`src/include/rv_decode_macros.svh`:
```
`ifndef RV_DECODE_MACROS_SVH
`define RV_DECODE_MACROS_SVH

// datapath widths
`define XLEN        64
`define ILEN        32
`define REG_IDX_W   5
`define SHAMT_W     6   // rv64 shifts use six bits

// major opcodes, inst[6:0]
`define OPC_LUI     7'b0110111
`define OPC_AUIPC   7'b0010111
`define OPC_JAL     7'b1101111
`define OPC_JALR    7'b1100111
`define OPC_BRANCH  7'b1100011
`define OPC_LOAD    7'b0000011
`define OPC_STORE   7'b0100011
`define OPC_IMM     7'b0010011
`define OPC_IMM32   7'b0011011
`define OPC_REG     7'b0110011
`define OPC_REG32   7'b0111011

// one-hot access size
`define SIZE_B      4'b0001
`define SIZE_H      4'b0010
`define SIZE_W      4'b0100
`define SIZE_D      4'b1000

// flow control
`define ID_FIFO_DEPTH  4
`define EX_CREDITS     2    // granted by execute after reset

`define LINK_OFFSET    4    // return address is pc + 4

`endif

```
`src/hw/rv_decode_pkg.sv`:
```
`default_nettype none
`include "rv_decode_macros.svh"

package rv_decode_pkg;

	// one fetched instruction with its register reads
	typedef struct packed {
		logic [`ILEN-1:0] inst;
		logic [`XLEN-1:0] pc;
		logic [`XLEN-1:0] rs1;
		logic [`XLEN-1:0] rs2;
	} fetch_pkt_t;

	typedef enum logic [3:0] {
		ALU_PASS    = 4'd0,     // ds1 straight through
		ALU_ADD     = 4'd1,
		ALU_SUB     = 4'd2,
		ALU_AND     = 4'd3,
		ALU_OR      = 4'd4,
		ALU_XOR     = 4'd5,
		ALU_SLT     = 4'd6,
		ALU_SLL     = 4'd7,
		ALU_SRL     = 4'd8,
		ALU_SRA     = 4'd9,
		ALU_COMPARE = 4'd10     // branch compare, see br_cond
	} alu_op_e;

	typedef enum logic [2:0] {
		BR_NONE = 3'd0,
		BR_EQ   = 3'd1,
		BR_NE   = 3'd2,
		BR_LT   = 3'd3,
		BR_GE   = 3'd4
	} br_cond_e;

	typedef enum logic [2:0] {
		SRC_ZERO = 3'd0,
		SRC_RS1  = 3'd1,
		SRC_RS2  = 3'd2,
		SRC_PC   = 3'd3,
		SRC_IMM  = 3'd4,    // the selected data immediate
		SRC_LINK = 3'd5
	} opnd_src_e;

	typedef struct packed {
		fetch_pkt_t          pkt;
		alu_op_e             alu_op;
		br_cond_e            br_cond;
		logic                jump;
		opnd_src_e           ds1_src;
		opnd_src_e           ds2_src;
		opnd_src_e           as1_src;
		logic [`XLEN-1:0]    data_imm;   // I or U
		logic [`XLEN-1:0]    addr_imm;   // I, S, B or J
		logic                shamt_imm_sel;
		logic [`SHAMT_W-1:0] shamt_imm;
		logic [3:0]          size;
		logic                is_unsigned;
		logic                word_op;
		logic                load;
		logic                store;
		logic                gpr_write;
		logic [`REG_IDX_W-1:0] rd;
		logic                illegal;
	} id_entry_t;

	typedef struct packed {
		logic [`XLEN-1:0]    pc;
		alu_op_e             alu_op;
		br_cond_e            br_cond;
		logic                jump;
		logic [`XLEN-1:0]    ds1;
		logic [`XLEN-1:0]    ds2;
		logic [`XLEN-1:0]    as1;
		logic [`XLEN-1:0]    as2;
		logic [`SHAMT_W-1:0] shamt;
		logic [3:0]          size;
		logic                is_unsigned;
		logic                word_op;
		logic                load;
		logic                store;
		logic                gpr_write;
		logic [`REG_IDX_W-1:0] rd;
		logic                illegal;
		logic [`XLEN-1:0]    trap_value;
	} ex_uop_t;

endpackage

`default_nettype wire

```
`src/hw/decode_fifo.sv`:
```
`timescale 1ns/1ps
`default_nettype none

module decode_fifo #(
	parameter type entry_t = logic,
	parameter int  DEPTH   = 4          // power of two
) (
	input  wire         clk,
	input  wire         rst,
	input  wire         push_i,
	input  wire entry_t data_i,
	input  wire         pop_i,
	output entry_t      data_o,
	output logic        not_empty_o,
	output logic        credit_o
);

	localparam int PTR_W = (DEPTH > 1) ? $clog2(DEPTH) : 1;
	localparam int CNT_W = $clog2(DEPTH + 1);

	entry_t mem [DEPTH];
	logic [PTR_W-1:0] wr_ptr;
	logic [PTR_W-1:0] rd_ptr;
	logic [CNT_W-1:0] count;
	logic full;

	function automatic logic [PTR_W-1:0] ptr_inc(input logic [PTR_W-1:0] p);
		return (p == PTR_W'(DEPTH - 1)) ? '0 : p + 1'b1;
	endfunction

	assign full        = (count == CNT_W'(DEPTH));
	assign not_empty_o = (count != '0);
	assign data_o      = mem[rd_ptr];   // show-ahead head

	always_ff @(posedge clk) begin
		if (push_i)
			mem[wr_ptr] <= data_i;
	end

	always_ff @(posedge clk) begin
		if (rst) begin
			wr_ptr   <= '0;
			rd_ptr   <= '0;
			count    <= '0;
			credit_o <= 1'b0;
		end else begin
			if (push_i)
				wr_ptr <= ptr_inc(wr_ptr);
			if (pop_i)
				rd_ptr <= ptr_inc(rd_ptr);
			count    <= count + CNT_W'(push_i) - CNT_W'(pop_i);
			credit_o <= pop_i;      // one freed slot back to fetch
		end
	end

	// upstream credits keep the classifier from overrunning the buffer
	assert property (@(posedge clk) disable iff (rst) push_i |-> !full)
		else $error("decode_fifo: push while full");
	assert property (@(posedge clk) disable iff (rst) pop_i |-> not_empty_o)
		else $error("decode_fifo: pop while empty");

endmodule

`default_nettype wire

```
`src/hw/inst_classifier.sv`:
```
`timescale 1ns/1ps
`default_nettype none
`include "rv_decode_macros.svh"

module inst_classifier import rv_decode_pkg::*; (
	input  wire             clk,
	input  wire             rst,
	input  wire fetch_pkt_t pkt_i,
	input  wire             valid_i,
	output id_entry_t       entry_o,
	output logic            entry_valid_o
);

	logic [`ILEN-1:0] inst;
	logic [6:0] opcode;
	logic [2:0] funct3;
	logic [6:0] funct7;
	logic [5:0] funct6;     // rv64 immediate shifts
	logic op_lui, op_auipc, op_jal, op_jalr, op_branch;
	logic op_load, op_store, op_imm, op_imm32, op_reg, op_reg32;
	logic legal;
	logic [`XLEN-1:0] imm_i, imm_s, imm_b, imm_u, imm_j;
	alu_op_e alu_fn;
	id_entry_t dec;

	assign inst   = pkt_i.inst;
	assign opcode = inst[6:0];
	assign funct3 = inst[14:12];
	assign funct7 = inst[31:25];
	assign funct6 = inst[31:26];

	assign op_lui    = (opcode == `OPC_LUI);
	assign op_auipc  = (opcode == `OPC_AUIPC);
	assign op_jal    = (opcode == `OPC_JAL);
	assign op_jalr   = (opcode == `OPC_JALR);
	assign op_branch = (opcode == `OPC_BRANCH);
	assign op_load   = (opcode == `OPC_LOAD);
	assign op_store  = (opcode == `OPC_STORE);
	assign op_imm    = (opcode == `OPC_IMM);
	assign op_imm32  = (opcode == `OPC_IMM32);
	assign op_reg    = (opcode == `OPC_REG);
	assign op_reg32  = (opcode == `OPC_REG32);

	// b and j immediates are scrambled in the encoding
	assign imm_i = {{(`XLEN-12){inst[31]}}, inst[31:20]};
	assign imm_s = {{(`XLEN-12){inst[31]}}, inst[31:25], inst[11:7]};
	assign imm_b = {{(`XLEN-13){inst[31]}}, inst[31], inst[7], inst[30:25], inst[11:8], 1'b0};
	assign imm_u = {{(`XLEN-32){inst[31]}}, inst[31:12], 12'b0};
	assign imm_j = {{(`XLEN-21){inst[31]}}, inst[31], inst[19:12], inst[20], inst[30:21], 1'b0};

	always_comb begin
		case (opcode)
			`OPC_LUI, `OPC_AUIPC, `OPC_JAL: legal = 1'b1;
			`OPC_JALR:   legal = (funct3 == 3'd0);
			`OPC_BRANCH: legal = (funct3[2:1] != 2'b01);   // 2 and 3 unused
			`OPC_LOAD:   legal = (funct3 != 3'd7);
			`OPC_STORE:  legal = !funct3[2];
			`OPC_IMM: begin
				case (funct3)
					3'd1:    legal = (funct6 == 6'h00);
					3'd5:    legal = (funct6 == 6'h00) || (funct6 == 6'h10);
					default: legal = 1'b1;
				endcase
			end
			`OPC_IMM32: begin
				case (funct3)
					3'd0:    legal = 1'b1;
					3'd1:    legal = (funct7 == 7'h00);
					3'd5:    legal = (funct7 == 7'h00) || (funct7 == 7'h20);
					default: legal = 1'b0;
				endcase
			end
			`OPC_REG: legal = (funct7 == 7'h00) ||
				((funct7 == 7'h20) && ((funct3 == 3'd0) || (funct3 == 3'd5)));
			`OPC_REG32: begin
				case (funct3)
					3'd0, 3'd5: legal = (funct7 == 7'h00) || (funct7 == 7'h20);
					3'd1:       legal = (funct7 == 7'h00);
					default:    legal = 1'b0;
				endcase
			end
			default: legal = 1'b0;
		endcase
	end

	// shared by immediate and register alu ops
	always_comb begin
		case (funct3)
			3'd0:    alu_fn = ((op_reg || op_reg32) && funct7[5]) ? ALU_SUB : ALU_ADD;
			3'd1:    alu_fn = ALU_SLL;
			3'd2:    alu_fn = ALU_SLT;
			3'd3:    alu_fn = ALU_SLT;   // sltu, unsigned flag set below
			3'd4:    alu_fn = ALU_XOR;
			3'd5:    alu_fn = inst[30] ? ALU_SRA : ALU_SRL;
			3'd6:    alu_fn = ALU_OR;
			default: alu_fn = ALU_AND;
		endcase
	end

	always_comb begin
		dec = '0;
		dec.pkt = pkt_i;
		dec.rd = inst[11:7];
		dec.size = `SIZE_D;
		dec.illegal = !legal;
		if (legal) begin
			dec.gpr_write = !(op_branch || op_store);
			dec.word_op = op_imm32 || op_reg32;
			dec.load = op_load;
			dec.store = op_store;
			dec.jump = op_jal || op_jalr;
			if (op_imm32 || op_reg32)
				dec.size = `SIZE_W;
			if (op_load || op_store) begin
				case (funct3[1:0])
					2'd0:    dec.size = `SIZE_B;
					2'd1:    dec.size = `SIZE_H;
					2'd2:    dec.size = `SIZE_W;
					default: dec.size = `SIZE_D;
				endcase
			end
			dec.is_unsigned = ((op_imm || op_reg) && (funct3 == 3'd3)) ||
				(op_branch && (funct3[2:1] == 2'b11)) || (op_load && funct3[2]);
			dec.shamt_imm_sel = (op_imm || op_imm32) && (funct3[1:0] == 2'b01);
			dec.shamt_imm = op_imm32 ? {1'b0, inst[24:20]} : inst[25:20];

			if (op_lui || op_auipc)
				dec.data_imm = imm_u;
			else if (op_imm || op_imm32)
				dec.data_imm = imm_i;
			if (op_branch)
				dec.addr_imm = imm_b;
			else if (op_jal)
				dec.addr_imm = imm_j;
			else if (op_store)
				dec.addr_imm = imm_s;
			else if (op_jalr || op_load)
				dec.addr_imm = imm_i;

			if (op_lui)
				dec.ds1_src = SRC_IMM;
			else if (op_auipc || op_jal || op_jalr)
				dec.ds1_src = SRC_PC;
			else if (!(op_load || op_store))
				dec.ds1_src = SRC_RS1;
			if (op_reg || op_reg32 || op_branch || op_store)
				dec.ds2_src = SRC_RS2;
			else if (op_imm || op_imm32 || op_auipc)
				dec.ds2_src = SRC_IMM;
			else if (op_jal || op_jalr)
				dec.ds2_src = SRC_LINK;
			dec.as1_src = (op_branch || op_jal) ? SRC_PC : SRC_RS1;

			if (op_auipc || op_jal || op_jalr)
				dec.alu_op = ALU_ADD;   // pc + imm or pc + 4
			else if (op_branch)
				dec.alu_op = ALU_COMPARE;
			else if (op_imm || op_imm32 || op_reg || op_reg32)
				dec.alu_op = alu_fn;
			if (op_branch) begin
				case (funct3)
					3'd0:       dec.br_cond = BR_EQ;
					3'd1:       dec.br_cond = BR_NE;
					3'd4, 3'd6: dec.br_cond = BR_LT;
					default:    dec.br_cond = BR_GE;
				endcase
			end
		end
	end

	always_ff @(posedge clk) begin
		if (rst)
			entry_valid_o <= 1'b0;
		else
			entry_valid_o <= valid_i;
	end

	always_ff @(posedge clk) begin
		if (valid_i)
			entry_o <= dec;
	end

	// an illegal entry must never reach writeback
	assert property (@(posedge clk) disable iff (rst)
		entry_valid_o |-> !(entry_o.illegal && entry_o.gpr_write))
		else $error("inst_classifier: illegal entry with gpr write");

endmodule

`default_nettype wire

```
`src/hw/operand_issue.sv`:
```
`timescale 1ns/1ps
`default_nettype none
`include "rv_decode_macros.svh"

module operand_issue import rv_decode_pkg::*; (
	input  wire            clk,
	input  wire            rst,
	input  wire id_entry_t entry_i,
	input  wire            avail_i,
	output logic           pop_o,
	input  wire            credit_i,
	output ex_uop_t        uop_o,
	output logic           uop_valid_o
);

	// one spare code so an extra credit shows up instead of wrapping
	localparam int CNT_W = $clog2(`EX_CREDITS + 2);

	logic [CNT_W-1:0] credit_cnt;
	ex_uop_t uop_d;

	function automatic logic [`XLEN-1:0] src_value(input opnd_src_e src, input id_entry_t e);
		logic [`XLEN-1:0] v;
		case (src)
			SRC_RS1:  v = e.pkt.rs1;
			SRC_RS2:  v = e.pkt.rs2;
			SRC_PC:   v = e.pkt.pc;
			SRC_IMM:  v = e.data_imm;
			SRC_LINK: v = `XLEN'(`LINK_OFFSET);
			default:  v = '0;
		endcase
		return v;
	endfunction

	assign pop_o = avail_i && (credit_cnt != '0);

	always_comb begin
		uop_d = '0;
		uop_d.pc          = entry_i.pkt.pc;
		uop_d.alu_op      = entry_i.alu_op;
		uop_d.br_cond     = entry_i.br_cond;
		uop_d.jump        = entry_i.jump;
		uop_d.size        = entry_i.size;
		uop_d.is_unsigned = entry_i.is_unsigned;
		uop_d.word_op     = entry_i.word_op;
		uop_d.load        = entry_i.load;
		uop_d.store       = entry_i.store;
		uop_d.gpr_write   = entry_i.gpr_write;
		uop_d.rd          = entry_i.rd;
		uop_d.illegal     = entry_i.illegal;
		if (entry_i.illegal) begin
			uop_d.size       = `SIZE_W;
			uop_d.trap_value = `XLEN'(entry_i.pkt.inst);   // operands stay zero
		end else begin
			uop_d.ds1 = src_value(entry_i.ds1_src, entry_i);
			uop_d.ds2 = src_value(entry_i.ds2_src, entry_i);
			uop_d.as1 = src_value(entry_i.as1_src, entry_i);
			uop_d.as2 = entry_i.addr_imm;
			uop_d.shamt = entry_i.shamt_imm_sel ? entry_i.shamt_imm :
				entry_i.pkt.rs2[`SHAMT_W-1:0];
		end
	end

	// execute credits, spent on issue and returned by credit_i
	always_ff @(posedge clk) begin
		if (rst)
			credit_cnt <= CNT_W'(`EX_CREDITS);
		else
			credit_cnt <= credit_cnt - CNT_W'(pop_o) + CNT_W'(credit_i);
	end

	always_ff @(posedge clk) begin
		if (rst) begin
			uop_valid_o <= 1'b0;
			uop_o       <= '0;
		end else begin
			uop_valid_o <= pop_o;
			if (pop_o)
				uop_o <= uop_d;
		end
	end

	// execute must not return more credits than it was granted
	assert property (@(posedge clk) disable iff (rst) credit_cnt <= CNT_W'(`EX_CREDITS))
		else $error("operand_issue: credit count above grant");
	assert property (@(posedge clk) disable iff (rst) uop_valid_o |-> $past(credit_cnt) != '0)
		else $error("operand_issue: issued without credit");

endmodule

`default_nettype wire

```
`src/hw/rv_decode_top.sv`:
```
`timescale 1ns/1ps
`default_nettype none
`include "rv_decode_macros.svh"

module rv_decode_top import rv_decode_pkg::*; (
	input  wire             clk,
	input  wire             rst,
	input  wire fetch_pkt_t fetch_i,
	input  wire             fetch_valid_i,
	output wire             in_credit_o,
	output ex_uop_t         uop_o,
	output wire             uop_valid_o,
	input  wire             ex_credit_i
);

	id_entry_t cls_entry;   // classifier register to fifo
	logic      cls_valid;
	id_entry_t head_entry;
	logic      head_avail;
	logic      issue_pop;

	inst_classifier inst_classifier_i (
		.clk           (clk),
		.rst           (rst),
		.pkt_i         (fetch_i),
		.valid_i       (fetch_valid_i),
		.entry_o       (cls_entry),
		.entry_valid_o (cls_valid)
	);

	decode_fifo #(
		.entry_t (id_entry_t),
		.DEPTH   (`ID_FIFO_DEPTH)
	) decode_fifo_i (
		.clk         (clk),
		.rst         (rst),
		.push_i      (cls_valid),
		.data_i      (cls_entry),
		.pop_i       (issue_pop),
		.data_o      (head_entry),
		.not_empty_o (head_avail),
		.credit_o    (in_credit_o)
	);

	operand_issue operand_issue_i (
		.clk         (clk),
		.rst         (rst),
		.entry_i     (head_entry),
		.avail_i     (head_avail),
		.pop_o       (issue_pop),
		.credit_i    (ex_credit_i),
		.uop_o       (uop_o),
		.uop_valid_o (uop_valid_o)
	);

endmodule

`default_nettype wire

```
`config.mk`:
```
export PLATFORM = sky130hd
export DESIGN_NAME = rv_decode_top
export DESIGN_NICKNAME = d
export VERILOG_FILES = /design/src/hw/rv_decode_pkg.sv /design/src/hw/decode_fifo.sv /design/src/hw/inst_classifier.sv /design/src/hw/operand_issue.sv /design/src/hw/rv_decode_top.sv
export VERILOG_INCLUDE_DIRS = /design/src /design/src/include
export SDC_FILE = /design/constraint.sdc
export NUM_CORES = 2
export LEC_CHECK = 0
export BUFFER_PORTS_ARGS = -buffer_cell sky130_fd_sc_hd__buf_2
export CORE_ASPECT_RATIO = 2
export CORE_MARGIN = 2
export CORE_UTILIZATION = 40
export DETAILED_ROUTE_END_ITERATION = 7
export GPL_ROUTABILITY_DRIVEN = 0
export SLEW_MARGIN = 20
export SYNTH_ARGS = -nofsm -noshare
export SYNTH_HDL_FRONTEND = slang
export SYNTH_SLANG_ARGS = --single-unit
```
`constraint.sdc`:
```
create_clock -name clk -period 10.6 [get_ports clk]
set_input_delay 2.12 -clock clk [delete_from_list [all_inputs] [get_ports clk]]
set_output_delay 2.12 -clock clk [all_outputs]
set_load 0.05 [all_outputs]
```
# Word level (Yosys, flattened, before mapping)
# Memory sizes are Yosys's and may differ from the RTL's. A register that Yosys moved wholly into a read port is not among the register bits.
# Index checks and enable logic that the tools add are counted.
# W data, S select, Z words.
# op_classes
add_sub_neg	6
n_eq_ne	41
n_mux	40
bitwise	3
reduce_logical	52
# ops
cell	count
$pmux W64 S5	3
$mux W64	6
$mux W262	1
$eq A7 B6 Y1 const B	5
$mux W32	1
$eq A3 B3 Y1 const B	9
$eq A3 B2 Y1 const B	8
$pmux W4 S6	1
$logic_or A1 B1 Y1	23
$eq A7 B5 Y1 const B	3
$eq A7 B7 Y1 const B	3
$mux W4	5
$mux W2	7
$reduce_or A2 Y1	7
$eq A3 B1 Y1 const B	4
$mux W3	4
$pmux W4 S3	1
$reduce_or A3 Y1	4
$pmux W1 S9	1
$pmux W3 S3	1
$eq A2 B2 Y1 const B	4
$eq A7 B2 Y1 const B	1
$logic_and A1 B1 Y1	7
$logic_not A7 Y1	1
other kinds (22)	32
# word_totals
regBits	815
ram_bits	1564
inputBits	228
output_inout_bits	415
elab_cells	197
mem_count	1
# memory_table
memory	depth	word_bits	read_ports	rd_clocked_by_memory_dff	wr	line	source
decode_fifo_i.mem	4	391	1	1	1	decode_fifo.sv:21	entry_t mem [DEPTH];

# Longest topological paths before layout
# depth
ltp_word	8
ltp_mapped	12
ltp_nobuf	10

# Cells and area by module
# Synthesis repeated with hierarchy kept, for this count alone.
# hier_totals
cells_unflattened	4908
area_unflattened_um2	86500.5
# modules_own_cells
mod	n_inst	cells_per_inst	area_per_inst_um2	seq_area_each_um2
decode_fifo	1	2086	57330.0	47165.2
operand_issue	1	2195	17976.0	7687.4
inst_classifier	1	627	11194.5	9328.9

# Least setup slack after synthesis
# OpenSTA, ideal clock, no wires.
# synth_path
path_type	register to register
from	register decode_fifo_i.wr_ptr[0]
to	memory decode_fifo_i.mem[0][0] (netlist bit), enable pin
setup_ps	710
arrival_ps	7553
required_ps	9890
setup_slack_ps	2337
stages_incl_launch_ff	4
n_path_buf	0
synth_period_minus_slack_ps	8263
cell_sequence	dfxtp_1 -> inv_1 -> ha_1 -> and2_1
# synth_lines
item	line	source
start, declared	decode_fifo.sv:22	logic [PTR_W-1:0] wr_ptr;
start signal, assigned	decode_fifo.sv:48	wr_ptr <= ptr_inc(wr_ptr);
end, declared	decode_fifo.sv:21	
# No word-level cell before the write port.

==> out/metrics.yaml <==
status: "finished clean"
clk-insertion-delay-late_ns: 0.83
clock_power_share_pct: 28.5
grt_antenna_before_repair: 28
synthCells: 4121
first_global_vias: 40280
grt-ovfl-total: 0
dp.final_hpwl_um: 139800
routed_via_density: 5.683
crit_buf_inv: 3
path_class: "reg2reg"
slowest_delay_ns: 0.79
critical_path_peak_fanout: 88
timing.max_slew.rel_slack_pct: 19.01
timing.critical_path.from_type: "flip-flop"
dr_total_vias: 40550
cts-root-buf: "clkbuf_16"
post_drt_wl_per_cell_um: 30.41
post_synth_num_cell_types: 67
total_of_flip_flops_plus_latches_after_synthesis: 1901
grt_util_all_layers_pct: 23.45
drt-pass1-iter-count: 6
critical_path.top_delay_family: "buffers and inverters"
critical_path.most_common_cell: "buf_4"
comb_power_share_pct: 30.8
worst-endpoint-required_ns: 11.29
clock-sinks: 1901
finalMaxSlewViolations: 0
commonest_cells_after_routing_fill_and_taps_aside: "edfxtp_1, buf_2, nand2_1"
final_net_count: 4898
final_common_cell: "edfxtp_1"
crit_path_cell_trace: "buf_4 > buf_12 > buf_4 > mux4_2 > a22oi_1 > nand3_1 > a22o_1"
finalWorstSetupSlack_ns: 6.103
clkTransAtPathRegs_ns: 0.07
power.leakage_nw: 28.46
num_cts_buffers: 175
buffers_from_clock_root_to_sink_at_most: 4
place.port_buffers: 610
postSynthAreaPerCell_sq_um: 17.33
fp.dieH_um: 601.6
share_of_total_power_in_sequential_cells_pct: 40.7
synth_warnings: 0
max_clock_freq_mhz: 222.4
dp_worst_setup_slack_ns: 5.726
route.antenna.remaining_nets: 0
largest_net_degree_at_the_start_of_global_routing: 132
fp.dieArea_sq_um: 182200
start_util_pct: 40.22
total_power_mw: 22.43
most_used_flip_flop_cell_after_synthesis: "edfxtp_1"
hold_viol: 0
edff_count_synth: 1550
post_cts.resized_instances: 0
finalSetupTns_ns: 0
placedCellCount: 6803
pin_count: 643
slowest_stage: "dfxtp_4"
synth.yosys.seq_area_share_pct: 75.01
hold_buffers: 0
final_cells: 7136
netSwitchingPower_mw: 8.201
residual_drc: 0
vdd.ir_drop.worst_v: 0.0002343
flow.area_growth_from_synthesis_pct: 15.18
postCtsSetupBuffers: 0
asyncSetResetFlopFracSynth_pct: 0
min_period_ns: 4.497
min_period_over_period_pct: 42.43
cellInternalPower_mw: 14.23
arrival_time_of_data_at_the_critical_path_endpoint_ns: 5.19
h-tree-depth: 4
netSwitchingFraction_pct: 36.55
finalSetupViolations: 0
die_w_um: 302.8
worst_hold_path_type: "reg2reg"
finClkSkew_ns: 0.06854
worst_slew_pin_slew_ns: 1.215
placementRows: 219
final_layout_size_suffix_gt1_share_pct: 27.18
end_kind: "flip-flop"
routed_wl_um: 217000
drv_cap: 0
grt_setup_unrepaired: "no"
syn-cell-area_sq_um: 71420
detail_route.iter0.violations: 3617
design.core.area_sq_um: 177600
grt_pass1_wl_um: 303700
total_power_density_per_cell_area_nw_per_um2: 272.7
clock_tree_from_tritoncts: "yes"
## Yosys cell counts (17+ instances only)
cell type	count	area share, %
a21o_1	20	0.21
mux4_2	310	9.8
mux2i_1	72	1.0
nand3_1	68	0.48
a21oi_1	160	1.1
a221oi_1	32	0.39
clkbuf_1	155	0.81
o21ai_1	42	0.29
edfxtp_1	1550	65
buf_4	80	0.84
nor2_1	84	0.44
a211oi_1	34	0.36
dfxtp_1	351	9.8
a22oi_1	99	1.0
a32oi_1	47	0.58
nand3b_1	26	0.27
nand2_1	530	2.8
and2_1	17	0.15
nor3_1	25	0.18
buf_2	80	0.56
a22o_1	146	1.8
buf_1	22	0.12
o21ai_0	49	0.34
## kinds of logic after synthesis
group | after synthesis | synth area share (%)
AO/OA/AOI/OAI | 655 | 6.482
multiplexers | 389 | 10.90
XOR/XNOR | 4 | 0.04906
flip-flops | 1901 | 75.01
buffers and inverters | 362 | 2.579
AND/OR/NAND/NOR | 799 | 4.795
other | 1 | 0.005251
adder cells (fa/ha/maj) | 10 | 0.1857
## final timing paths
path	slack (ns)	to	from	cells after the start
worst min register to register	0.45	operand_issue_i.uop_o[287]$_SDFFE_PP0P_	operand_issue_i.uop_o[287]$_SDFFE_PP0P_	2
worst max-delay path	6.10	operand_issue_i.uop_o[271]$_SDFFE_PP0P_	flip-flop	7
worst max register to register	6.10	operand_issue_i.uop_o[271]$_SDFFE_PP0P_	flip-flop	7
worst min-delay path	0.45	operand_issue_i.uop_o[287]$_SDFFE_PP0P_	operand_issue_i.uop_o[287]$_SDFFE_PP0P_	2
## power groups by stage
stage	clock network (mW)	registers [mW]	logic, mW
global placement	0	9.26	6.90
CTS	6.52	9.14	6.95
detailed placement	0	9.29	6.94
floorplan	0	10.4	3.50
global route	6.76	9.20	7.26
finish	6.39	9.13	6.91
## metrics by stage
stage | cell area [sq um] | hold WS (ns) | utilization [%]
after floorplan | 71540 | 0.4541 | -
after global placement | 76450 | 0.4366 | 43.06
after detailed placement | 76480 | 0.4381 | 43.07
after CTS | 82210 | 0.4498 | 46.30
after global routing | 82240 | 0.4651 | 46.31
final | 82260 | 0.4508 | 46.33
## tightest hold or removal path, delay by kind of cell (launching register included)
| kind | cells | cell delay, ns |
|---|---|---|
| flops | 1 | 0.31 |
| compound gates | 1 | 0.05 |
| simple gates | 1 | 0.05 |
## sequential cells by signal, indices dropped and copies added, names as in the netlist, named ones only
name                             count
decode_fifo_i.mem                 1240
operand_issue_i.uop_o              338
inst_classifier_i.entry_o          310
decode_fifo_i.count                  3
decode_fifo_i.rd_ptr                 2
decode_fifo_i.wr_ptr                 2
operand_issue_i.credit_cnt           2
decode_fifo_i.credit_o               1
inst_classifier_i.entry_valid_o      1
## layout make-up
| class | instances | area (sq um) |
|---|---|---|
| antenna | 18 | 45.04 |
| clock buffer | 216 | 4686 |
| clock inverter | 99 | 1040 |
| fill | 15340 | 95300 |
| inverter | 14 | 57.56 |
| multi-input combinational | 1889 | 16250 |
| sequential | 1901 | 53580 |
| tap | 2320 | 2903 |
| timing repair buffer | 679 | 3699 |
## layer usage
metal | vias to the layer above | track usage (%) | wire, um
li1 | 17180 | - | -
met1 | 20960 | 28.61 | 79310
met2 | 1971 | 38.99 | 106500
met3 | 422 | 6.311 | 20920
met4 | 18 | 10.01 | 10160
met5 | - | 0 | 116
Note: power is estimated with default switching activity, not from simulation.
